$ cat src/source/mips_pkg.sv
// shared widths, opcodes, ALU codes and state types for the MIPS system, referenced by scoped name
package mips_pkg;

  typedef logic [31:0] word_t;
  typedef logic [4:0]  reg_addr_t;
  typedef logic [5:0]  opcode_t;
  typedef logic [5:0]  funct_t;
  typedef logic [3:0]  alu_op_t;
  typedef logic [1:0]  pc_sel_t;
  typedef logic [1:0]  axil_resp_t;

  localparam opcode_t OP_RTYPE = 6'h00;
  localparam opcode_t OP_J     = 6'h02;
  localparam opcode_t OP_JAL   = 6'h03;
  localparam opcode_t OP_BEQ   = 6'h04;
  localparam opcode_t OP_BNE   = 6'h05;
  localparam opcode_t OP_ADDI  = 6'h08;
  localparam opcode_t OP_LW    = 6'h23;
  localparam opcode_t OP_SW    = 6'h2b;

  localparam funct_t FN_JR      = 6'h08;
  localparam funct_t FN_SYSCALL = 6'h0c;
  localparam funct_t FN_ADD     = 6'h20;
  localparam funct_t FN_SUB     = 6'h22;
  localparam funct_t FN_AND     = 6'h24;
  localparam funct_t FN_OR      = 6'h25;
  localparam funct_t FN_SLT     = 6'h2a;

  // classic MIPS ALU control encodings
  localparam alu_op_t ALU_AND = 4'd0;
  localparam alu_op_t ALU_OR  = 4'd1;
  localparam alu_op_t ALU_ADD = 4'd2;
  localparam alu_op_t ALU_SUB = 4'd6;
  localparam alu_op_t ALU_SLT = 4'd7;

  localparam pc_sel_t PC_SEQ    = 2'd0; // pc + 4
  localparam pc_sel_t PC_BRANCH = 2'd1;
  localparam pc_sel_t PC_JUMP   = 2'd2;
  localparam pc_sel_t PC_REG    = 2'd3; // jr

  localparam axil_resp_t RESP_OKAY   = 2'b00;
  localparam axil_resp_t RESP_SLVERR = 2'b10;

  typedef enum logic [1:0] {
    CORE_STOPPED,
    CORE_RUNNING,
    CORE_HALTED
  } core_state_t;

  typedef enum logic {
    BUS_IDLE,
    BUS_RESP
  } bus_state_t;

endpackage

$ cat src/source/alu.sv
// word ALU for the core: add, sub, and, or and signed set-less-than, plus a zero flag
`timescale 1ns/1ps

module alu (
  input  mips_pkg::word_t   a,
  input  mips_pkg::word_t   b,
  input  mips_pkg::alu_op_t op,
  output mips_pkg::word_t   result,
  output logic              zero
);

  always_comb begin
    case (op)
      mips_pkg::ALU_ADD: result = a + b; // wraps mod 2^32
      mips_pkg::ALU_SUB: result = a - b;
      mips_pkg::ALU_AND: result = a & b;
      mips_pkg::ALU_OR:  result = a | b;
      mips_pkg::ALU_SLT: result = {31'b0, $signed(a) < $signed(b)};
      default:           result = '0;
    endcase
  end

  assign zero = result == '0; // used by beq/bne

endmodule

$ cat src/source/reg_file.sv
// 32 x 32 register file, two combinational read ports and one write port, r0 reads zero
`timescale 1ns/1ps

module reg_file (
  input  logic                clock,
  input  logic                rst,
  input  mips_pkg::reg_addr_t raddr_a,
  input  mips_pkg::reg_addr_t raddr_b,
  input  mips_pkg::reg_addr_t waddr,
  input  mips_pkg::word_t     wdata,
  input  logic                we,
  output mips_pkg::word_t     rdata_a,
  output mips_pkg::word_t     rdata_b
);

  mips_pkg::word_t regs [32];

  assign rdata_a = regs[raddr_a];
  assign rdata_b = regs[raddr_b];

  always_ff @(posedge clock) begin
    if (rst) begin
      for (int i = 0; i < 32; i++) begin
        regs[i] <= '0;
      end
    end else if (we && waddr != 5'd0) begin // r0 stays zero
      regs[waddr] <= wdata;
    end
  end

endmodule

$ cat src/source/instr_decode.sv
// instruction field split and control decode for the single-cycle core, purely combinational
`timescale 1ns/1ps

module instr_decode (
  input  mips_pkg::word_t     instr,
  output mips_pkg::reg_addr_t rs,
  output mips_pkg::reg_addr_t rt,
  output mips_pkg::reg_addr_t rd,
  output mips_pkg::word_t     imm,
  output logic [25:0]         jump_target,
  output mips_pkg::alu_op_t   alu_op,
  output logic                alu_src_imm,
  output logic                reg_write,
  output logic                mem_write,
  output logic                mem_to_reg,
  output logic                link,
  output logic                halt,
  output logic                branch_eq,
  output logic                branch_ne,
  output mips_pkg::pc_sel_t   pc_sel_jump
);

  mips_pkg::opcode_t opcode;
  mips_pkg::funct_t  funct;

  assign opcode      = instr[31:26];
  assign funct       = instr[5:0];
  assign rs          = instr[25:21];
  assign rt          = instr[20:16];
  assign rd          = instr[15:11];
  assign imm         = {{16{instr[15]}}, instr[15:0]};
  assign jump_target = instr[25:0];

  always_comb begin
    // unknown opcodes fall through as no-ops
    alu_op      = mips_pkg::ALU_ADD;
    alu_src_imm = 1'b0;
    reg_write   = 1'b0;
    mem_write   = 1'b0;
    mem_to_reg  = 1'b0;
    link        = 1'b0;
    halt        = 1'b0;
    branch_eq   = 1'b0;
    branch_ne   = 1'b0;
    pc_sel_jump = mips_pkg::PC_SEQ;
    case (opcode)
      mips_pkg::OP_RTYPE: begin
        reg_write = 1'b1;
        case (funct)
          mips_pkg::FN_ADD: alu_op = mips_pkg::ALU_ADD;
          mips_pkg::FN_SUB: alu_op = mips_pkg::ALU_SUB;
          mips_pkg::FN_AND: alu_op = mips_pkg::ALU_AND;
          mips_pkg::FN_OR:  alu_op = mips_pkg::ALU_OR;
          mips_pkg::FN_SLT: alu_op = mips_pkg::ALU_SLT;
          mips_pkg::FN_JR: begin
            reg_write   = 1'b0;
            pc_sel_jump = mips_pkg::PC_REG;
          end
          mips_pkg::FN_SYSCALL: begin
            reg_write = 1'b0;
            halt      = 1'b1;
          end
          default: reg_write = 1'b0;
        endcase
      end
      mips_pkg::OP_ADDI: begin
        alu_src_imm = 1'b1;
        reg_write   = 1'b1;
      end
      mips_pkg::OP_LW: begin
        alu_src_imm = 1'b1;
        reg_write   = 1'b1;
        mem_to_reg  = 1'b1;
      end
      mips_pkg::OP_SW: begin
        alu_src_imm = 1'b1;
        mem_write   = 1'b1;
      end
      mips_pkg::OP_BEQ: begin
        alu_op    = mips_pkg::ALU_SUB; // compare by subtract
        branch_eq = 1'b1;
      end
      mips_pkg::OP_BNE: begin
        alu_op    = mips_pkg::ALU_SUB;
        branch_ne = 1'b1;
      end
      mips_pkg::OP_J: pc_sel_jump = mips_pkg::PC_JUMP;
      mips_pkg::OP_JAL: begin
        pc_sel_jump = mips_pkg::PC_JUMP;
        reg_write   = 1'b1;
        link        = 1'b1; // r31 gets pc + 4
      end
      default: ;
    endcase
  end

endmodule

$ cat src/source/cpu_core.sv
// single-cycle MIPS core: PC, run/halt control, datapath muxes and next-PC selection
`timescale 1ns/1ps

module cpu_core (
  input  logic            clock,
  input  logic            rst,
  input  logic            run,
  output logic            halted,
  output mips_pkg::word_t fetch_addr,
  input  mips_pkg::word_t fetch_instr,
  output mips_pkg::word_t dmem_addr,
  output mips_pkg::word_t dmem_wdata,
  output logic            dmem_we,
  input  mips_pkg::word_t dmem_rdata
);

  mips_pkg::core_state_t state;
  mips_pkg::word_t       pc, pc_plus4, next_pc;
  mips_pkg::word_t       branch_target, jump_addr;
  mips_pkg::reg_addr_t   rs, rt, rd, wr_reg;
  mips_pkg::word_t       imm, rs_data, rt_data, alu_b, alu_result, wb_data;
  logic [25:0]           jump_target;
  mips_pkg::alu_op_t     alu_op;
  mips_pkg::pc_sel_t     pc_sel_jump, pc_sel;
  logic alu_src_imm, reg_write, mem_write, mem_to_reg, link, halt;
  logic branch_eq, branch_ne, zero, active;

  instr_decode u_instr_decode (
    .instr(fetch_instr), .rs(rs), .rt(rt), .rd(rd), .imm(imm),
    .jump_target(jump_target), .alu_op(alu_op), .alu_src_imm(alu_src_imm),
    .reg_write(reg_write), .mem_write(mem_write), .mem_to_reg(mem_to_reg),
    .link(link), .halt(halt), .branch_eq(branch_eq), .branch_ne(branch_ne),
    .pc_sel_jump(pc_sel_jump)
  );

  reg_file u_reg_file (
    .clock(clock), .rst(rst), .raddr_a(rs), .raddr_b(rt), .waddr(wr_reg),
    .wdata(wb_data), .we(reg_write && active), .rdata_a(rs_data), .rdata_b(rt_data)
  );

  alu u_alu (.a(rs_data), .b(alu_b), .op(alu_op), .result(alu_result), .zero(zero));

  // writes only land while running with run still set
  assign active = (state == mips_pkg::CORE_RUNNING) && run;
  assign halted = state == mips_pkg::CORE_HALTED;

  assign alu_b   = alu_src_imm ? imm : rt_data;
  assign wr_reg  = link ? 5'd31 : (alu_src_imm ? rt : rd);
  assign wb_data = link ? pc_plus4 : (mem_to_reg ? dmem_rdata : alu_result);

  assign fetch_addr = pc;
  assign dmem_addr  = alu_result;
  assign dmem_wdata = rt_data;
  assign dmem_we    = mem_write && active;

  assign pc_plus4      = pc + 32'd4;
  assign branch_target = pc_plus4 + {imm[29:0], 2'b00};
  assign jump_addr     = {pc_plus4[31:28], jump_target, 2'b00};

  always_comb begin
    pc_sel = pc_sel_jump;
    if ((branch_eq && zero) || (branch_ne && !zero)) pc_sel = mips_pkg::PC_BRANCH;
    case (pc_sel)
      mips_pkg::PC_BRANCH: next_pc = branch_target;
      mips_pkg::PC_JUMP:   next_pc = jump_addr;
      mips_pkg::PC_REG:    next_pc = rs_data;
      default:             next_pc = pc_plus4;
    endcase
  end

  always_ff @(posedge clock) begin
    if (rst) begin
      state <= mips_pkg::CORE_STOPPED;
      pc    <= '0;
    end else if (!run) begin
      state <= mips_pkg::CORE_STOPPED; // clearing run also clears halted
      pc    <= '0;
    end else if (state == mips_pkg::CORE_STOPPED) begin
      state <= mips_pkg::CORE_RUNNING;
    end else if (state == mips_pkg::CORE_RUNNING) begin
      if (halt) state <= mips_pkg::CORE_HALTED; // pc freezes on syscall
      else      pc    <= next_pc;
    end
  end

endmodule

$ cat config.mk
export PLATFORM = sky130hd
export DESIGN_NAME = cpu_core
export DESIGN_NICKNAME = d
export VERILOG_FILES = /design/src/source/mips_pkg.sv /design/src/source/alu.sv /design/src/source/reg_file.sv /design/src/source/instr_decode.sv /design/src/source/cpu_core.sv
export SDC_FILE = /design/constraint.sdc
export NUM_CORES = 2
export LEC_CHECK = 0
export BUFFER_PORTS_ARGS = -buffer_cell sky130_fd_sc_hd__clkbuf_2
export CAP_MARGIN = 10
export CORE_MARGIN = 2
export CORE_UTILIZATION = 66
export CTS_BUF_LIST = sky130_fd_sc_hd__clkbuf_2 sky130_fd_sc_hd__clkbuf_4 sky130_fd_sc_hd__clkbuf_8
export CTS_CLUSTER_DIAMETER = 200
export DETAILED_ROUTE_END_ITERATION = 10
export PLACE_DENSITY = 0.91
export REMOVE_ABC_BUFFERS = 1
export SLEW_MARGIN = 0
export SYNTH_ARGS = -nofsm -noshare
export SYNTH_HDL_FRONTEND = slang
export SYNTH_HIERARCHICAL = 1
export SYNTH_SLANG_ARGS = --single-unit
$ cat constraint.sdc
create_clock -name clock -period 9.8 [get_ports clock]
set_input_delay 2.45 -clock clock [delete_from_list [all_inputs] [get_ports clock]]
set_output_delay 2.45 -clock clock [all_outputs]
set_load 0.1 [all_outputs]
Word-level counts from Yosys, hierarchy flattened
Memory sizes are Yosys's and may differ from the RTL's.
Cells that the tools add are included.

operators by class
  add/sub/neg operators = 4
  order comparisons = 1
  equality and inequality tests = 23
  multiplexer cells = 33
  bitwise operators = 5
  reductions and logical operators = 26

operators by type and width
  kind                   number
  $pmux 32 s5            1
  $mux 32                4
  $pmux 32 s3            1
  $add 32x32->32         2
  $eq 6x6->1 const B     7
  $add 32x3->32 const B  1
  $and 32x32->32         1
  $logic_not 32->1       1
  $lt 32x32->1           1
  $or 32x32->32          1
  $reduce_or 32->1       1
  $sub 32x32->32         1
  $eq 6x4->1 const B     3
  $mux 1                 18
  $mux 5                 3
  $eq 6x2->1 const B     2
  $eq 6x3->1 const B     2
  $pmux 3 s4             1
  $reduce_or 3->1        3
  $eq 4x3->1 const B     2
  $pmux 4 s2             1
  $eq 2x2->1 const B     3
  $logic_and 1x1->1      6
  $logic_not 6->1        1
  17 further kinds       25

word-level totals
  bits in registers = 34
  RAM bits = 1024
  output and inout port bits = 98
  logic and storage cells = 96
  memories = 1

memories
  memory           words  width  read ports  clocked after memory_dff  wr ports  line            source
  u_reg_file.regs  32     32     2           0                         32        reg_file.sv:16  mips_pkg::word_t regs [32];

Longest topological paths before layout
  word-level depth = 13
  depth in mapped cells = 32
  mapped depth without buffers = 26

Hierarchy
The synthesis kept the hierarchy.

modules (own cells, without submodules)
  module        times used  cells an instance  area each (µm²)
  reg_file      1           4605               55888.6
  cpu_core      1           758                5499.0
  alu           1           795                5403.9
  instr_decode  1           111                795.8

Worst setup path before layout
Ideal clock, no wire load.

  path kind = input to output
  start point = input port fetch_instr[17]
  end point = output port dmem_addr[29]
  data arrival time = 10.234 ns
  setup slack = -2.884 ns
  stages = 19
  buffers on the path = 5
  cells stage by stage = buf_4 buf_2 buf_2 buf_4 mux2i_1 a21oi_1 a31oi_1 nand3_1 mux2_2 inv_1 ha_1 buf_2 nor4_2 and2_1 o21ai_0 nand2_1 o311ai_0 o21ba_2 o311ai_0

between the ends
  cells in the longest elaborated chain, start to end = 4
  elaborated cells on any way between the ends = 7
  classes of those cells = 2 x add/sub; 2 x mux; 2 x bitwise; 1 x memory

RTL lines
  element                                           line                  source
  start: declaration                                cpu_core.sv:10        input mips_pkg::word_t fetch_instr,
  $mem_v2 32x32 (*)                                 -
  named net dmem_wdata[14]                          cpu_core.sv:12        output mips_pkg::word_t dmem_wdata,
  $mux 32 (*)                                       cpu_core.sv:47        assign alu_b = alu_src_imm ? imm : rt_data;
  named net alu_b[14]                               cpu_core.sv:21        mips_pkg::word_t imm, rs_data, rt_data, alu_b, alu_result, wb_data;
  $sub 32x32->32 or $add 32x32->32 (tied branches)  alu.sv:15, alu.sv:14
  $pmux 32 s5 (*)                                   alu.sv:13             case (op)
  end: declaration                                  cpu_core.sv:11        output mips_pkg::word_t dmem_addr,

Mark *: on every way through the listed nets, which the timed path passes. The rest lies on a longest branch.

Worst setup path in the final report
  start point = input port fetch_instr[17]
  end point = output port dmem_addr[29]

between the ends
  cells in the longest elaborated chain, start to end = 4
  elaborated cells on any way between the ends = 7
  classes of those cells = 2 x add/sub; 2 x mux; 2 x bitwise; 1 x memory

RTL lines
  element                                           line
  $mem_v2 32x32 (*)                                 -
  $mux 32 (*)                                       cpu_core.sv:47
  named net alu_b[13]                               cpu_core.sv:21
  $sub 32x32->32 or $add 32x32->32 (tied branches)  alu.sv:15, alu.sv:14
  $pmux 32 s5 (*)                                   alu.sv:13

Marks and branches as above.

==> results.py <==
metrics = {
    "outcome": {
        "status": "finished with violations",
        "violations": "negative setup slack",
    },
    "floorplan": {
        "start_util_pct": 66.4,
        "die_y_um": 324,
        "die-area_um2": 105000,
        "rows": 117,
        "ios": 165,
        "die_w_um": 324,
        "core_area_um2": 102000,
    },
    "setup_path": {
        "crit_arrival_ps": 7360,
        "cp.required_ps": 7350,
        "crit_top_cell": "buf_4",
        "crit_chain": "buf_16 -> buf_16 -> buf_12 -> mux2i_1 -> a22o_1 -> nor3_1 -> a31oi_1 -> nand3_2 -> mux2_2 -> inv_1 -> ha_1 -> buf_4 -> nor4_2 -> and2_1 -> o21ai_1 -> nand2_1 -> o311ai_0 -> buf_4 -> o21ba_2 -> o311ai_1 -> buf_4 -> buf_12",
        "worst-path-buf-inv": 8,
        "cpMaxStageDelayCell": "a31oi_1",
        "worstPathMaxFanout": 25,
        "critPathKind": "input port to output port",
        "max_stage_delay_ps": 450,
        "critical-path-top-delay-family": "buffers and inverters",
        "startpoint_type": "input port",
        "setup.worst_path.end_class": "output port",
    },
    "clocking": {
        "clock_latency_ps": 890,
        "cts_sinks": 1058,
        "cts_root_buf": "clkbuf_8",
        "clk_pin_slew_worst_paths_ps": 60,
        "htreeDepth": 4,
        "cts_tree": "yes",
        "clockBufferDepth": 3,
        "cts_buffers": 171,
    },
    "cells_and_area": {
        "final_cell_mix": "mux2i_1 (1068), edfxtp_1 (1024), and2_1 (997), buf_4 (490), nand2_1 (345)",
        "final_common_cell": "mux2i_1",
        "area_delta_synth_final_pct": 13.1,
        "layout.nets": 6791,
        "drive_above_1_share_pct": 18.5,
    },
    "drt": {
        "drtIter0Drc": 10300,
        "ant_nets": 0,
        "drc_errors": 0,
        "wl_um": 254000,
        "vias_per_cell": 7.23,
        "drtPass1Iterations": 9,
        "wire_per_inst_um": 31.4,
        "vias": 58500,
    },
    "job": {
        "cap_violations": 0,
    },
    "timing": {
        "setup_slack_ps": -9.74,
        "whs_ps": 526,
        "hold_violations": 0,
        "worstMarginPinSlew_ps": 1370,
        "post-route-min-period_ps": 9810,
        "period_share_pct": 100,
        "slew_headroom_pct": 8.47,
        "skew_ps": 49.4,
        "max_freq_mhz": 102,
        "setup_violations": 2,
        "drv_slew": 0,
    },
    "global_routing": {
        "antenna_found_initial": 16,
        "grt_max_degree": 65,
        "grt_pass1_vias": 57100,
        "grt_pass1_wl_um": 360000,
        "grt-ovfl-total": 0,
        "grt_usage_pct": 47.0,
    },
    "placement": {
        "pre_cts_ws_ps": -398,
        "portBuffers": 164,
        "dp_hpwl_um": 163000,
        "place.gp.congestion": 1.05,
    },
    "yosys": {
        "synthesis.area_um2": 67600,
        "syn_area_per_cell_um2": 10.8,
        "syn_inst": 6269,
        "synth-seq-area-share_pct": 46.5,
        "ys_warn_count": 6,
        "synth_edf_count": 1024,
        "ys_ff_latch": 1058,
        "synth_flop_cell": "edfxtp_1",
        "yosys.cell_types.count": 119,
        "async_reset_ff_share_pct": 0,
    },
    "power": {
        "switching_power_uw": 4520,
        "p_int_uw": 8380,
        "p_leak_uw": 0.0318,
        "p_sw_share_pct": 35.1,
        "ir_drop_uv": 197,
        "p_comb_share_pct": 29.8,
        "seq_power_share_pct": 40.4,
        "power_density_nw_per_um2": 169,
        "p_clk_share_pct": 29.8,
    },
    "hold_path": {
        "hold_path.class": "flip-flop to flip-flop",
    },
}
## timing repair
item                       CTS  global route
hold endpoints to repair     0             0
setup buffers                9             9
pin swaps                    3             4
gates resized for setup      8            50
hold buffers                 0             0
setup endpoints to repair    9            15
gates cloned                 0             1
## per-layer routing
layer	GRT usage (%)	vias up	share of wire (%)
met5	0.463	-	0.081
met4	35.9	18	8.7
met3	16.6	1691	16
met2	70.9	5856	43
met1	55.0	27500	32
li1	-	23500	-
## tightest hold or removal path, stage by stage, from the launching register on
cell,delay (ps)
dfxtp_1,350
nand2_1,70
o21ai_0,60
## through the flow
| step | util, % | instance area (um^2) | power [uW] | cells | TNS (ps) |
|---|---|---|---|---|---|
| 6_report | 75.1 | 76400 | 12900 | 8092 | -19.0 |
| 3_3_place_gp | 71.3 | 72600 | 8810 | 7754 | -554 |
| 2_1_floorplan | - | 64500 | 7150 | 5687 | -3827170 |
| 3_5_place_dp | 71.3 | 72600 | 8880 | 7754 | -1540 |
| 4_1_cts | 74.7 | 76000 | 12600 | 8069 | 0 |
| 5_1_grt | 75.1 | 76400 | 13100 | 8088 | -305 |
## area by class of cell
cell class              instances  area (um^2)
multi-input cells            4503        33100
flip-flops and latches       1058        31400
well taps                    1368         1710
clock buffers                 229         2820
fillers                      6319        25300
clock inverters                77          503
inverters                     126          475
diodes                          7         17.5
repair buffers                724         6400
## power by group through the flow
stage | sequential [uW] | combinational (uW) | clock, uW
floorplan | 5260 | 1890 | 0
CTS | 5200 | 3620 | 3800
detailed placement | 5290 | 3590 | 0
global route | 5220 | 3920 | 4000
finish | 5210 | 3850 | 3840
global placement | 5270 | 3540 | 0
## flip-flops by register name, summed over array words and instances, names as in the netlist
name,flops
u_reg_file/regs,1024
fetch_addr,32
state,2
## cells in the mapped netlist, drive strengths merged (24+ instances only)
master | n | area (um^2)
dfxtp | 34 | 681
a21oi | 329 | 1670
xnor2 | 52 | 455
buf | 319 | 2070
nand3 | 235 | 1190
inv | 124 | 468
nor2 | 176 | 726
a31oi | 82 | 528
nor2b | 27 | 171
or2 | 39 | 244
a22o | 129 | 1130
nand2 | 347 | 1310
nor3 | 102 | 522
a211oi | 33 | 280
edfxtp | 1024 | 30700
o22ai | 29 | 181
mux2i | 1070 | 10700
clkbuf | 293 | 1130
o31ai | 24 | 213
and2 | 999 | 6250
ha | 137 | 1710
a22oi | 198 | 1490
o21ai | 129 | 649
mux2 | 39 | 439
## final timing paths
kind                                  startpoint                           to  slack [ps]  depth (start not counted)
min                  fetch_addr[10]$_SDFFE_PP0P_  fetch_addr[10]$_SDFFE_PP0P_         530                          2
min reg2reg          fetch_addr[10]$_SDFFE_PP0P_  fetch_addr[10]$_SDFFE_PP0P_         530                          2
max                              fetch_instr[17]                dmem_addr[29]         -10                         22
max reg2reg  u_reg_file/regs[2][3]$_SDFFCE_PN0P_  fetch_addr[29]$_SDFFE_PP0P_        2320                         31
## cell families (layout without fill, tap and decap cells)
kind of cell	Yosys count	count (layout)	share of synthesized area, %
other cells	2	40	0.0111
compound gates	1110	1110	11.2
xor+xnor	72	72	0.933
buf+inv	739	1156	5.46
flops	1058	1058	46.5
fa+ha+maj	140	140	2.63
mux	1109	1109	16.5
simple gates	2039	2039	16.8
Power figures use the tool's default switching activity.
