## src/source/mips_pkg.sv

```systemverilog
// shared widths, opcodes, ALU codes and state types for the MIPS system, referenced by scoped name
package mips_pkg;

  typedef logic [31:0] word_t;
  typedef logic [4:0]  reg_addr_t;
  typedef logic [5:0]  opcode_t;
  typedef logic [5:0]  funct_t;
  typedef logic [3:0]  alu_op_t;
  typedef logic [1:0]  pc_sel_t;
  typedef logic [1:0]  axil_resp_t;

  localparam opcode_t OP_RTYPE = 6'h00;
  localparam opcode_t OP_J     = 6'h02;
  localparam opcode_t OP_JAL   = 6'h03;
  localparam opcode_t OP_BEQ   = 6'h04;
  localparam opcode_t OP_BNE   = 6'h05;
  localparam opcode_t OP_ADDI  = 6'h08;
  localparam opcode_t OP_LW    = 6'h23;
  localparam opcode_t OP_SW    = 6'h2b;

  localparam funct_t FN_JR      = 6'h08;
  localparam funct_t FN_SYSCALL = 6'h0c;
  localparam funct_t FN_ADD     = 6'h20;
  localparam funct_t FN_SUB     = 6'h22;
  localparam funct_t FN_AND     = 6'h24;
  localparam funct_t FN_OR      = 6'h25;
  localparam funct_t FN_SLT     = 6'h2a;

  // classic MIPS ALU control encodings
  localparam alu_op_t ALU_AND = 4'd0;
  localparam alu_op_t ALU_OR  = 4'd1;
  localparam alu_op_t ALU_ADD = 4'd2;
  localparam alu_op_t ALU_SUB = 4'd6;
  localparam alu_op_t ALU_SLT = 4'd7;

  localparam pc_sel_t PC_SEQ    = 2'd0; // pc + 4
  localparam pc_sel_t PC_BRANCH = 2'd1;
  localparam pc_sel_t PC_JUMP   = 2'd2;
  localparam pc_sel_t PC_REG    = 2'd3; // jr

  localparam axil_resp_t RESP_OKAY   = 2'b00;
  localparam axil_resp_t RESP_SLVERR = 2'b10;

  typedef enum logic [1:0] {
    CORE_STOPPED,
    CORE_RUNNING,
    CORE_HALTED
  } core_state_t;

  typedef enum logic {
    BUS_IDLE,
    BUS_RESP
  } bus_state_t;

endpackage

```

## src/source/mem_bus_if.sv

```systemverilog
// word access bus from the AXI loader into one memory, host drives and memory answers
`timescale 1ns/1ps

interface mem_bus_if;

  mips_pkg::word_t addr;  // word index, not byte address
  mips_pkg::word_t wdata;
  mips_pkg::word_t rdata;
  logic            we;

  modport host (
    output addr, wdata, we,
    input  rdata
  );

  modport mem (
    input  addr, wdata, we,
    output rdata
  );

endinterface

```

## src/source/axil_loader.sv

```systemverilog
// AXI4-Lite slave giving a host access to both memories and the run/halted control register
`timescale 1ns/1ps

module axil_loader (
  input  logic                   clock,
  input  logic                   rst,
  input  mips_pkg::word_t        awaddr,
  input  logic                   awvalid,
  output logic                   awready,
  input  mips_pkg::word_t        wdata,
  input  logic [3:0]             wstrb,
  input  logic                   wvalid,
  output logic                   wready,
  output mips_pkg::axil_resp_t   bresp,
  output logic                   bvalid,
  input  logic                   bready,
  input  mips_pkg::word_t        araddr,
  input  logic                   arvalid,
  output logic                   arready,
  output mips_pkg::word_t        rdata,
  output mips_pkg::axil_resp_t   rresp,
  output logic                   rvalid,
  input  logic                   rready,
  mem_bus_if.host                imem,
  mem_bus_if.host                dmem,
  output logic                   run,
  input  logic                   halted
);

  mips_pkg::bus_state_t wr_state;
  mips_pkg::bus_state_t rd_state;
  logic            wr_go, rd_go;
  logic            aw_imem, aw_dmem, aw_ctrl, wr_err;
  logic            ar_imem, ar_dmem, ar_ctrl, rd_err;
  logic            full_strobe;
  mips_pkg::word_t rd_value;

  // region decode, low two address bits ignored
  assign aw_imem = awaddr[31:12] == 20'h00000;
  assign aw_dmem = awaddr[31:12] == 20'h00001;
  assign aw_ctrl = awaddr[31:2] == 30'h00000800;
  assign ar_imem = araddr[31:12] == 20'h00000;
  assign ar_dmem = araddr[31:12] == 20'h00001;
  assign ar_ctrl = araddr[31:2] == 30'h00000800;

  // memories are locked while the core runs
  assign wr_err = ((aw_imem || aw_dmem) && run) || !(aw_imem || aw_dmem || aw_ctrl);
  assign rd_err = ((ar_imem || ar_dmem) && run) || !(ar_imem || ar_dmem || ar_ctrl);

  assign full_strobe = wstrb == 4'hf;

  assign wr_go   = (wr_state == mips_pkg::BUS_IDLE) && awvalid && wvalid;
  assign awready = wr_go;
  assign wready  = wr_go;
  assign bvalid  = wr_state == mips_pkg::BUS_RESP;

  // a write owns the memory address this cycle, so the read waits one cycle
  assign arready = (rd_state == mips_pkg::BUS_IDLE) && !wr_go;
  assign rd_go   = arready && arvalid;
  assign rvalid  = rd_state == mips_pkg::BUS_RESP;

  assign imem.addr  = wr_go ? {22'b0, awaddr[11:2]} : {22'b0, araddr[11:2]};
  assign imem.wdata = wdata;
  assign imem.we    = wr_go && aw_imem && !run && full_strobe;
  assign dmem.addr  = wr_go ? {22'b0, awaddr[11:2]} : {22'b0, araddr[11:2]};
  assign dmem.wdata = wdata;
  assign dmem.we    = wr_go && aw_dmem && !run && full_strobe;

  always_comb begin
    if (rd_err)       rd_value = '0;
    else if (ar_imem) rd_value = imem.rdata;
    else if (ar_dmem) rd_value = dmem.rdata;
    else              rd_value = {30'b0, halted, run};
  end

  always_ff @(posedge clock) begin
    if (rst) begin
      wr_state <= mips_pkg::BUS_IDLE;
      run      <= 1'b0;
    end else begin
      case (wr_state)
        mips_pkg::BUS_IDLE: if (wr_go) wr_state <= mips_pkg::BUS_RESP;
        default:            if (bready) wr_state <= mips_pkg::BUS_IDLE;
      endcase
      if (wr_go && aw_ctrl && full_strobe) run <= wdata[0];
    end
  end

  always_ff @(posedge clock) begin
    if (rst) begin
      rd_state <= mips_pkg::BUS_IDLE;
    end else begin
      case (rd_state)
        mips_pkg::BUS_IDLE: if (rd_go) rd_state <= mips_pkg::BUS_RESP;
        default:            if (rready) rd_state <= mips_pkg::BUS_IDLE;
      endcase
    end
  end

  // response payload, held until the handshake completes
  always_ff @(posedge clock) begin
    if (wr_go) bresp <= wr_err ? mips_pkg::RESP_SLVERR : mips_pkg::RESP_OKAY;
    if (rd_go) begin
      rdata <= rd_value;
      rresp <= rd_err ? mips_pkg::RESP_SLVERR : mips_pkg::RESP_OKAY;
    end
  end

endmodule

```

## src/flat_wrapper.sv

```systemverilog
// flat-port wrapper written by rule: the top's interface ports become plain ports
module axil_loader_flat 
  (clock, rst, awaddr, awvalid, awready, wdata, wstrb, wvalid, wready, bresp, bvalid, bready, araddr, arvalid, arready, rdata, rresp, rvalid, rready, run, halted, imem_addr, imem_wdata, imem_we, imem_rdata, dmem_addr, dmem_wdata, dmem_we, dmem_rdata);
  mem_bus_if imem_i ();
  mem_bus_if dmem_i ();
  input  logic clock;
  input  logic rst;
  input  mips_pkg::word_t awaddr;
  input  logic awvalid;
  output logic awready;
  input  mips_pkg::word_t wdata;
  input  logic [3:0] wstrb;
  input  logic wvalid;
  output logic wready;
  output mips_pkg::axil_resp_t bresp;
  output logic bvalid;
  input  logic bready;
  input  mips_pkg::word_t araddr;
  input  logic arvalid;
  output logic arready;
  output mips_pkg::word_t rdata;
  output mips_pkg::axil_resp_t rresp;
  output logic rvalid;
  input  logic rready;
  output logic run;
  input  logic halted;
  output wire logic [$bits(imem_i.addr)-1:0] imem_addr;
  output wire logic [$bits(imem_i.wdata)-1:0] imem_wdata;
  output wire logic [$bits(imem_i.we)-1:0] imem_we;
  input wire logic [$bits(imem_i.rdata)-1:0] imem_rdata;
  output wire logic [$bits(dmem_i.addr)-1:0] dmem_addr;
  output wire logic [$bits(dmem_i.wdata)-1:0] dmem_wdata;
  output wire logic [$bits(dmem_i.we)-1:0] dmem_we;
  input wire logic [$bits(dmem_i.rdata)-1:0] dmem_rdata;
  assign imem_addr = imem_i.addr;
  assign imem_wdata = imem_i.wdata;
  assign imem_we = imem_i.we;
  assign imem_i.rdata = imem_rdata;
  assign dmem_addr = dmem_i.addr;
  assign dmem_wdata = dmem_i.wdata;
  assign dmem_we = dmem_i.we;
  assign dmem_i.rdata = dmem_rdata;
  axil_loader u_core (.clock(clock), .rst(rst), .awaddr(awaddr), .awvalid(awvalid), .awready(awready), .wdata(wdata), .wstrb(wstrb), .wvalid(wvalid), .wready(wready), .bresp(bresp), .bvalid(bvalid), .bready(bready), .araddr(araddr), .arvalid(arvalid), .arready(arready), .rdata(rdata), .rresp(rresp), .rvalid(rvalid), .rready(rready), .imem(imem_i), .dmem(dmem_i), .run(run), .halted(halted));
endmodule
```

## config.mk

```make
export PLATFORM = sky130hd
export DESIGN_NAME = axil_loader_flat
export DESIGN_NICKNAME = d
export VERILOG_FILES = /design/src/source/mips_pkg.sv /design/src/source/mem_bus_if.sv /design/src/source/axil_loader.sv /design/src/flat_wrapper.sv
export SDC_FILE = /design/constraint.sdc
export NUM_CORES = 1
export LEC_CHECK = 0
export ABC_CLOCK_PERIOD_IN_PS = 2000
export BUFFER_PORTS_ARGS = -buffer_cell sky130_fd_sc_hd__buf_2
export CAP_MARGIN = 15
export CORE_AREA = 2 2 133 135
export CTS_CLUSTER_DIAMETER = 60
export DETAILED_ROUTE_END_ITERATION = 8
export DIE_AREA = 0 0 135 137
export GPL_TIMING_DRIVEN = 0
export PLACE_DENSITY = 0.56
export SYNTH_ARGS = -nofsm -noshare
export SYNTH_HDL_FRONTEND = slang
export SYNTH_SLANG_ARGS = --single-unit
```

## constraint.sdc

```tcl
create_clock -name clock -period 2 [get_ports clock]
set_input_delay 0.4 -clock clock [delete_from_list [all_inputs] [get_ports clock]]
set_output_delay 0.4 -clock clock [all_outputs]
set_load 0.01 [all_outputs]
```

# Word level (Yosys, flattened, before mapping)
# Index checks and enable logic that the tools add are counted.
# word_totals
inputBits	172
register_bits	39
elab_cells	50
# classes
bitwise	2
eq_ne	5
n_reduce_logical	26
muxes	11
# ops
operator	count
$mux W32	2
$eq A30 B12 Y1 const B	2
$eq A20 B1 Y1 const B	2
$logic_not A20 Y1	2
$logic_and A1 B1 Y1	14
$mux W10	1
$logic_or A1 B1 Y1	6
$mux W1	6
$eq A4 B4 Y1 const B	1
$logic_not A1 Y1	4
$mux W2	2
$not A1 Y1	2

# Longest topological paths before layout
# Gate-level depths: netlist of the first run.
# logic_depth
depth_word	8
depth_mapped	6

# Worst setup path before layout of the first run
# Ideal clock, no wire load.
# synth_path
path_type	flip-flop to flip-flop
startpoint	register u_core.wr_state, in the netlist u_core.bvalid
endpoint	register u_core.rdata[0], enable pin
path_slack_ns	-0.091
t_required_ns	1.607
synth_period_minus_slack_ns	2.091
path_stages_with_launch	5
arrival_time_ns	1.698
cell_sequence	dfxtp_1 nand3b_1 inv_1 nor2_1 and2_1
# synth_via
elab_chain_len	6
# synth_lines
element	line_no	source
start, declared	axil_loader.sv:30	mips_pkg::bus_state_t wr_state;
start signal, assigned	axil_loader.sv:78	wr_state <= mips_pkg::BUS_IDLE;
start signal, assigned	axil_loader.sv:82	mips_pkg::BUS_IDLE: if (wr_go) wr_state <= mips_pkg::BUS_RESP;
start signal, assigned	axil_loader.sv:83	default: if (bready) wr_state <= mips_pkg::BUS_IDLE;
$not A1 Y1	axil_loader.sv:52	assign wr_go = (wr_state == mips_pkg::BUS_IDLE) && awvalid && wvalid;
$logic_and A1 B1 Y1 (2 in a row)	axil_loader.sv:52	
$logic_not A1 Y1	axil_loader.sv:58	assign arready = (rd_state == mips_pkg::BUS_IDLE) && !wr_go;
$logic_and A1 B1 Y1	axil_loader.sv:58	
named net arready	flat_wrapper.sv:20	output logic arready;
$logic_and A1 B1 Y1	axil_loader.sv:59	assign rd_go = arready && arvalid;
named net u_core.rd_go	axil_loader.sv:32	logic wr_go, rd_go;
end signal, assigned	axil_loader.sv:104	rdata <= rd_value;
end, declared	axil_loader.sv:20	output mips_pkg::word_t rdata,
# The timed path passes the listed nets, and every way through them passes these cells.
# A chain may end at the register's enable or synchronous reset.

# Worst setup path in the final report of the first run
# layout_path
startpoint	register u_core.wr_state, in the netlist u_core.bvalid
endpoint	output dmem_we
# layout_via
elab_chain_len	6
# layout_lines
element	line_no	source
$not A1 Y1	axil_loader.sv:52	
$logic_and A1 B1 Y1 (2 in a row)	axil_loader.sv:52	
$logic_and A1 B1 Y1 (3 in a row)	axil_loader.sv:67	assign dmem.we = wr_go && aw_dmem && !run && full_strobe;
end, declared	flat_wrapper.sv:33	output wire logic [$bits(dmem_i.we)-1:0] dmem_we;
# No other way between the ends.

==> impl_metrics.json, run 1 <==
{
  "cp_slowest_cell": "or3_4",
  "slew_headroom_pct": 52.8,
  "wirelength_mm": 10.9,
  "violations": "setup timing",
  "grt_overflow": 0,
  "clk_path_buf_depth": 2,
  "io_buffers": 261,
  "cts_buffers": 5,
  "tritoncts": "yes",
  "gp_congestion": 0.832,
  "antenna_found_initial": 1,
  "crit_path_start_kind": "flop",
  "grt.total_usage_pct": 10.5,
  "drt_pass1_iterations": 4,
  "status": "finished, violations left",
  "syn_area_per_cell_um2": 9.27,
  "cts.sinks": 37,
  "drt_iter0_drc": 61,
  "synth_warnings": 0,
  "nets": 807,
  "row_count": 48,
  "arrival_ns": 1.72,
  "grt_max_degree": 34,
  "via_per_inst": 3.54,
  "synth_top_area_share_pct": 35.2,
  "clk_latency_ns": 0.28,
  "pwr-share-clk_pct": 34.3,
  "ys_seq_elements": 37,
  "worst_pin_slew_ns": 0.708,
  "setup_violations": 11,
  "die_w_um": 135,
  "switching_share_pct": 25.6,
  "min_path_cells": 2,
  "synth_cells": 313,
  "fin_ws_ns": -0.119,
  "irDropWorstVdd_mv": 0.391,
  "seq_power_share_pct": 35.0,
  "grt_pass1_vias": 2808,
  "reg2reg_depth": 6,
  "switchingPower_uw": 647,
  "crit_chain": "nand3b_1 > inv_2 > nand2_2 > or3_4 > nor3_2 > buf_2",
  "combPwrFrac_pct": 30.6,
  "grt_pass1_wl_mm": 14.6,
  "rsz0062_at_grt": "true",
  "ios": 344,
  "p_total_uw": 2530,
  "end_kind": "output pin",
  "report.final.slew_viol_count": 0,
  "ant_nets": 0,
  "power_leakage_uw": 0.00276,
  "cts.clk_slew.worst_paths_ns": 0.05,
  "wl_per_cell_um": 12.6,
  "synth_area_um2": 2900,
  "cts.htree.levels": 2,
  "required_ns": 1.60,
  "worstSetupPathType": "reg -> out",
  "ys_seq_area_share_pct": 37.3,
  "drc": 0,
  "drv_cap": 0,
  "die_area_um2": 18500,
  "vias": 3053,
  "cts_root_buf": "clkbuf_16",
  "synthToLayoutAreaGrowth_pct": 72.0,
  "layout-drive-gt1-share_pct": 65.7,
  "synth_cell_type_count": 28,
  "crit_fanout": 4,
  "die_h_um": 137,
  "finClkSkew_ns": 0.00346,
  "power_density_nw_per_um2": 507,
  "final_hold_viol_count": 0,
  "core_region_area_um2": 17100,
  "cp_slowest_stage_delay_ns": 0.35,
  "power.internal_uw": 1880,
  "fin_crit_sh_pct": 106,
  "finalCriticalPeriod_ns": 2.12,
  "start_util_pct": 17.0,
  "synth_area_leaders": "edfxtp_1 (35%), buf_4 (31%), mux2i_1 (11%)",
  "layout_commonest_cell": "buf_2",
  "final_core_util_pct": 29.3,
  "place_hpwl_mm": 9.33,
  "most-common-layout-cells": "buf_2 (258), buf_4 (127), conb_1 (46), nor2_1 (34), edfxtp_1 (34)",
  "hp-class": "in -> reg",
  "max_clock_freq_ghz": 0.472,
  "yosysTopAreaCell": "edfxtp_1"
}
-- worst max-delay path: cells and delay by family (launching register included) --
kind,cells,cell delay (ns)
simple gates,4,0.79
flops,1,0.32
buf+inv,2,0.32
-- final timing paths --
path / slack, ns / from / end
worst max-delay path: -0.12 / u_core.bvalid$_SDFF_PP0_ / dmem_we
worst min-delay path: 0.35 / rst / u_core.bvalid$_SDFF_PP0_
worst max register to register: 0.15 / u_core.bvalid$_SDFF_PP0_ / u_core.rdata[26]$_SDFFCE_PP0P_
worst min register to register: 0.62 / u_core.bvalid$_SDFF_PP0_ / u_core.bvalid$_SDFF_PP0_
-- state kept, by name (all words and copies together), names as in the netlist --
| signal | cells |
|---|---|
| u_core.rresp | 1 |
| u_core.run | 1 |
| u_core.rvalid | 1 |
| u_core.bvalid | 1 |
| u_core.bresp | 1 |
| u_core.rdata | 32 |
-- synthesized netlist by cell type (all sizes together) --
| cell | number |
|---|---|
| a21oi | 2 |
| clkbuf | 5 |
| inv | 4 |
| or4 | 1 |
| and4 | 1 |
| nand3b | 1 |
| conb | 1 |
| nor2b | 2 |
| nor4 | 12 |
| o21ai | 2 |
| nor2 | 35 |
| edfxtp | 34 |
| or3 | 1 |
| nor4b | 2 |
| nand2 | 35 |
| nor3 | 3 |
| buf | 125 |
| nand2b | 1 |
| o41ai | 2 |
| a211o | 1 |
| mux2i | 32 |
| a31oi | 1 |
| and2 | 3 |
| nand3 | 3 |
| or2 | 1 |
| dfxtp | 3 |
-- logic make-up after synthesis --
group	Yosys count	synth area share, %
other	1	0.129
buffers and inverters	134	33.8
and+or+nand+nor	101	16.0
DFF	37	37.3
AOI/OAI and AO/OA	8	1.81
muxes	32	11.0
-- power by group through the flow --
stage / combinational, uW / clock, uW / sequential (uW)
floorplan: 400 / 0 / 920
global placement: 734 / 0 / 902
detailed placement: 734 / 0 / 903
CTS: 766 / 896 / 887
global route: 840 / 923 / 888
finish: 775 / 868 / 886
-- metrics by stage --
step	TNS (ns)	setup slack (ns)	cell area, um2	hold WS, ns	cells
floorplan	0	0.162	3070	0.469	358
finish	-0.611	-0.119	4990	0.349	862
detailed placement	-7.28	-0.349	4660	0.510	844
global placement	-8.16	-0.347	4660	0.508	844
global route	-1.40	-0.173	4990	0.346	862
CTS	-0.685	-0.0986	4940	0.333	861
-- routing by layer --
layer,global-route usage [%],routed length [um],vias to the layer above
li1,-,-,1528
met1,12.6,4340,1317
met2,19.2,5440,196
met3,1.56,954,12
met4,3.01,151,0
met5,0,0,-
-- final cells by class --
cell class	count	area (um2)
clock buffer	6	129
multi-input combinational	187	1050
tap	225	282
sequential	37	1080
antenna	1	2.50
inverter	4	15.0
timing repair buffer	271	1410
buffer	129	988
clock inverter	2	33.8
fill	1832	12100
-- timing repair --
action                     CTS  global route
resized for setup           16            12
buffers inserted             8             1
gates cloned                 1             0
setup endpoints to repair   22            53
pin swaps                    0             2
hold buffers                 0             0
Note: power is estimated with default switching activity, not from simulation.
==> inputs of run 2 (changes only) <==
==> constraint.sdc (replaced) <==
create_clock -name clock -period 2 [get_ports clock]
set_input_delay 0.3 -clock clock [delete_from_list [all_inputs] [get_ports clock]]
set_output_delay 0.3 -clock clock [all_outputs]
set_load 0.01 [all_outputs]
==> run 2 against run 1 <==
Effect of this change:
- the run still ends with setup timing left
- sequential cell count stayed put
- routed wire length down 2.1%
- clock skew fell by 0.00059 ns
- setup slack better by 0.12 ns
- core utilization shrank 0.53 points
- non-clock buffer count fell by 4
- largest power group unchanged
- highest routed layer unchanged
==> impl_metrics.json, run 2 (synthesis results as in run 1) <==
{
  "status": "finished, violations left",
  "violations": "setup timing",
  "rsz0062_at_grt": "true",
  "grt_overflow": 0,
  "ios": 344,
  "via_per_inst": 3.52,
  "grt.total_usage_pct": 10.2,
  "crit_path_start_kind": "flop",
  "power_density_nw_per_um2": 511,
  "instances_no_fill": 858,
  "core_region_area_um2": 17100,
  "die_w_um": 135,
  "cts.htree.levels": 2,
  "crit_fanout": 4,
  "cp_slowest_cell": "or3_4",
  "clk_latency_ns": 0.28,
  "reg2reg_from": "u_core.bvalid$_SDFF_PP0_",
  "cp_slowest_stage_delay_ns": 0.35,
  "io_buffers": 261,
  "layout-drive-gt1-share_pct": 64.7,
  "ant_nets": 0,
  "synthToLayoutAreaGrowth_pct": 68.9,
  "hp-class": "in -> reg",
  "finClkSkew_ns": 0.00287,
  "tritoncts": "yes",
  "fin_ws_ns": -0.00277,
  "reg2reg_slack_ns": 0.15,
  "report.final.slew_viol_count": 0,
  "ctsHoldBuffers": 0,
  "slew_headroom_pct": 52.8,
  "crit_chain": "nand3b_1 > inv_2 > nand2_2 > or3_4 > nor3_2 > buf_2",
  "row_count": 48,
  "required_ns": 1.70,
  "setup_violations": 1,
  "worst_pin_slew_ns": 0.708,
  "p_total_uw": 2500,
  "min_path_cells": 2,
  "final_core_util_pct": 28.7,
  "die_h_um": 137,
  "reg2reg_depth": 6,
  "end_kind": "output pin",
  "largest_reg_flops": 32,
  "grt_pass1_wl_mm": 14.4,
  "wirelength_mm": 10.7,
  "nets": 803,
  "pre_cts_slack_ns": -0.164,
  "vias": 3021,
  "layout_commonest_cell": "buf_2",
  "place_hpwl_mm": 9.33,
  "drt_iter0_drc": 74,
  "grt_max_degree": 34,
  "fin_crit_sh_pct": 100,
  "holdPathEnd": "u_core.bvalid$_SDFF_PP0_",
  "most-common-layout-cells": "buf_2 (261), buf_4 (126), conb_1 (46), nor2_1 (34), edfxtp_1 (34)",
  "worstSetupPathType": "reg -> out",
  "antenna_found_initial": 1,
  "max_clock_freq_ghz": 0.499,
  "clk_path_buf_depth": 2,
  "die_area_um2": 18500,
  "power_leakage_uw": 0.00273,
  "r2r_end": "u_core.rdata[26]$_SDFFCE_PP0P_",
  "irDropWorstVdd_mv": 0.394,
  "grt_pass1_vias": 2810,
  "drv_cap": 0,
  "min_from": "rst",
  "cts.sinks": 37,
  "cts.clk_slew.worst_paths_ns": 0.05,
  "wl_per_cell_um": 12.4,
  "drt_pass1_iterations": 4,
  "largest_register": "u_core.rdata",
  "finalCriticalPeriod_ns": 2.00,
  "drc": 0,
  "start_util_pct": 17.0,
  "cts_root_buf": "clkbuf_16",
  "gp_congestion": 0.832,
  "cts_buffers": 5,
  "place_inst": 844,
  "final_hold_viol_count": 0,
  "arrival_ns": 1.70
}
run 2: cell count changes in the layout (fill, tap and decap cells not counted):
cell / previous run / this run
nand2_1: 28 / 33
nand2_2: 7 / 2
buf_6: 7 / 3
buf_2: 258 / 261
buf_4: 127 / 126
buf_8: 1 / 0
clkbuf_16: 6 / 5
run 2: worst max-delay path by stage:
stage	startpoint	end	cells past startpoint
floorplan	u_core.bvalid$_SDFF_PP0_	u_core.rdata[0]$_SDFFCE_PP0P_	4
global placement	u_core.bvalid$_SDFF_PP0_	imem_addr[7]	7
detailed placement	u_core.bvalid$_SDFF_PP0_	imem_addr[7]	7
CTS	u_core.bvalid$_SDFF_PP0_	dmem_we	6
global route	u_core.bvalid$_SDFF_PP0_	imem_we	6
finish	u_core.bvalid$_SDFF_PP0_	dmem_we	6
run 2: critical path, delay by kind of cell, from the launching register on:
family,cells,cell delay (ns)
flip-flops,1,0.33
AND/OR/NAND/NOR,4,0.79
buffers and inverters,2,0.31
run 2: per-stage QoR:
step / instance area, um2 / hold slack (ns) / TNS [ns]
after floorplan: 3070 / 0.369 / 0
after global placement: 4660 / 0.508 / -0.756
after detailed placement: 4660 / 0.510 / -0.776
after CTS: 4870 / 0.233 / -0.0391
after global routing: 4900 / 0.244 / -0.263
final: 4900 / 0.241 / -0.00277
run 2: timing repair:
action | 4_1_cts | 5_1_grt
resized for setup | 11 | 3
setup endpoints to repair | 22 | 5
setup buffers | 3 | 2
cloned | 0 | 0
run 2: final cells by class:
type                       count  area (um2)
multi-input combinational    187        1030
clock inverter                 2        33.8
inverter                       4        15.0
buffer                       130         978
sequential                    37        1080
timing repair buffer         266        1340
tap                          225         282
fill                        1849       12200
antenna                        1        2.50
clock buffer                   6         129
run 2: per-layer routing:
| metal | vias to the layer above | GRT usage (%) | wire [um] |
|---|---|---|---|
| li1 | 1519 | - | - |
| met1 | 1300 | 12.0 | 4210 |
| met2 | 190 | 19.1 | 5360 |
| met3 | 12 | 1.56 | 938 |
| met4 | 0 | 3.01 | 151 |
| met5 | - | 0 | 0 |
run 2: report_power, final:
part | switching [uW] | internal [uW]
Sequential | 8.59 | 878
Clock | 285 | 584
Combinational | 345 | 403
==> inputs of run 3 (changes only) <==
Settings changed: ABC_CLOCK_PERIOD_IN_PS 2000 to 2350, CORE_AREA 2 2 133 135 to 2 2 135 137, DIE_AREA 0 0 135 137 to 0 0 137 139, PLACE_DENSITY 0.56 to 0.53.
Clock period 2 ns to 2.35 ns, I/O delays scaled along.
==> run 3 against run 2 <==
Effect of this change:
- combinational power decreased by 17%
- highest routed layer is now met5
- largest cell class unchanged
- non-clock buffer count down 5
- count of clock-buffer cells in the layout down 1
- setup slack better by 0.25 ns
- the flow now finishes without violations
- sequential cell count did not move
- core utilization decreased by 1.5 points
==> impl_metrics.json, run 3 (synthesis results as in run 1) <==
{
  "max_clock_freq_ghz": 0.476,
  "ant_nets": 0,
  "layout-drive-gt1-share_pct": 63.8,
  "grt_pass1_wl_mm": 14.8,
  "wirelength_mm": 10.8,
  "setup_violations": 0,
  "wl_per_cell_um": 12.6,
  "ctsHoldBuffers": 0,
  "power_leakage_uw": 0.00268,
  "grt_pass1_vias": 2847,
  "io_buffers": 261,
  "reg2reg_from": "u_core.bvalid$_SDFF_PP0_",
  "clk_latency_ns": 0.28,
  "p_total_uw": 2040,
  "ios": 344,
  "cts_root_buf": "clkbuf_16",
  "finClkSkew_ns": 0.00704,
  "cts_buffers": 5,
  "required_ns": 2.00,
  "synthToLayoutAreaGrowth_pct": 66.0,
  "cp_slowest_cell": "dfxtp_1",
  "worst_pin_slew_ns": 0.772,
  "cts_setup_buffers": 0,
  "cp_num_buf_inv": 2,
  "report.final.slew_viol_count": 0,
  "cts.clk_slew.worst_paths_ns": 0.06,
  "grt_max_degree": 34,
  "crit_chain": "nand3b_1 > inv_2 > nand2_1 > or3_1 > nor3_1 > buf_2",
  "min_from": "arvalid",
  "rsz0062_at_grt": "false",
  "layout_commonest_cell": "buf_2",
  "irDropWorstVdd_mv": 0.213,
  "grt.total_usage_pct": 10.3,
  "cp_slowest_stage_delay_ns": 0.37,
  "hold_ws_ns": 0.318,
  "gp_congestion": 0.737,
  "start_util_pct": 16.4,
  "clk_path_buf_depth": 2,
  "vias": 2948,
  "worstSetupPathType": "reg -> out",
  "die_area_um2": 19000,
  "reg2reg_depth": 4,
  "cts_resized": 4,
  "critPathTopFamily": "simple AND/OR/NAND/NOR gates",
  "reg2reg_slack_ns": 0.38,
  "finalCriticalPeriod_ns": 2.10,
  "antenna_found_initial": 2,
  "hp-class": "in -> reg",
  "drt_iter0_drc": 56,
  "drv_cap": 0,
  "row_count": 49,
  "crit_fanout": 4,
  "slew_headroom_pct": 48.5,
  "tritoncts": "yes",
  "end_kind": "output pin",
  "place_hpwl_mm": 9.59,
  "die_h_um": 139,
  "fin_crit_sh_pct": 89.4,
  "instances_no_fill": 856,
  "r2r_end": "u_core.rdata[22]$_SDFFCE_PP0P_",
  "status": "finished, final reports clean",
  "arrival_ns": 1.75,
  "most-common-layout-cells": "buf_2 (261), buf_4 (121), conb_1 (46), nor2_1 (35)",
  "drc": 0,
  "min_path_cells": 3,
  "nets": 798,
  "holdPathEnd": "u_core.rvalid$_SDFF_PP0_",
  "largest_register": "u_core.rdata",
  "final_hold_viol_count": 0,
  "crit_path_start_kind": "flop",
  "via_per_inst": 3.44,
  "n_antenna_cell": 0,
  "core_region_area_um2": 17700,
  "die_w_um": 137,
  "place_inst": 848,
  "grt_overflow": 0,
  "drt_pass1_iterations": 4,
  "largest_reg_flops": 32,
  "cts.sinks": 37,
  "cts.htree.levels": 2,
  "power_density_nw_per_um2": 423
}
## run 3: how the worst max path moves through the flow
stage	from	to	slack (ns)	depth (start not counted)
floorplan	u_core.bvalid$_SDFF_PP0_	u_core.rdata[0]$_SDFFCE_PP0P_	0.26	4
global placement	u_core.bvalid$_SDFF_PP0_	u_core.rdata[19]$_SDFFCE_PP0P_	-0.26	4
detailed placement	u_core.bvalid$_SDFF_PP0_	imem_addr[2]	-0.01	7
CTS	u_core.bvalid$_SDFF_PP0_	imem_addr[2]	0.06	7
global route	u_core.bvalid$_SDFF_PP0_	imem_we	0.02	6
finish	u_core.bvalid$_SDFF_PP0_	imem_we	0.25	6
## run 3: per-stage QoR
| step | setup TNS (ns) | worst slack [ns] | instance area, um2 | util, % |
|---|---|---|---|---|
| finish | 0 | 0.248 | 4810 | 27.3 |
| global route | 0 | 0.0172 | 4810 | 27.3 |
| CTS | 0 | 0.0597 | 4810 | 27.2 |
| detailed placement | -0.0148 | -0.0148 | 4660 | 26.4 |
| global placement | -8.34 | -0.257 | 4660 | 26.4 |
| floorplan | 0 | 0.259 | 3070 | - |
## run 3: report_power, final
group | switching [uW] | internal [uW]
clock | 273 | 389
sequential | 7.69 | 747
combinational | 287 | 334
total | 568 | 1470
## run 3: routing by layer
layer | up-vias | GRT usage [%] | share of wire, %
met5 | - | 0 | 0.15
met4 | 2 | 2.28 | 1.0
met3 | 11 | 2.52 | 11
met2 | 195 | 20.0 | 51
met1 | 1230 | 11.0 | 37
li1 | 1510 | - | -
## run 3: final cells by class
cell class / count / area [um2]
clock buffers: 5 / 125
fillers: 1949 / 12800
plain buffers: 130 / 970
flip-flops and latches: 37 / 1080
repair buffers: 261 / 1310
multi-input cells: 187 / 1010
well taps: 229 / 287
inverters: 4 / 15.0
clock inverters: 3 / 17.5
## run 3: worst register-to-register path: stages (launching register included)
cell and delay (ns):
dfxtp_1 0.43, nand3b_1 0.20, inv_2 0.09, nor2_1 0.16
and2_2 0.68
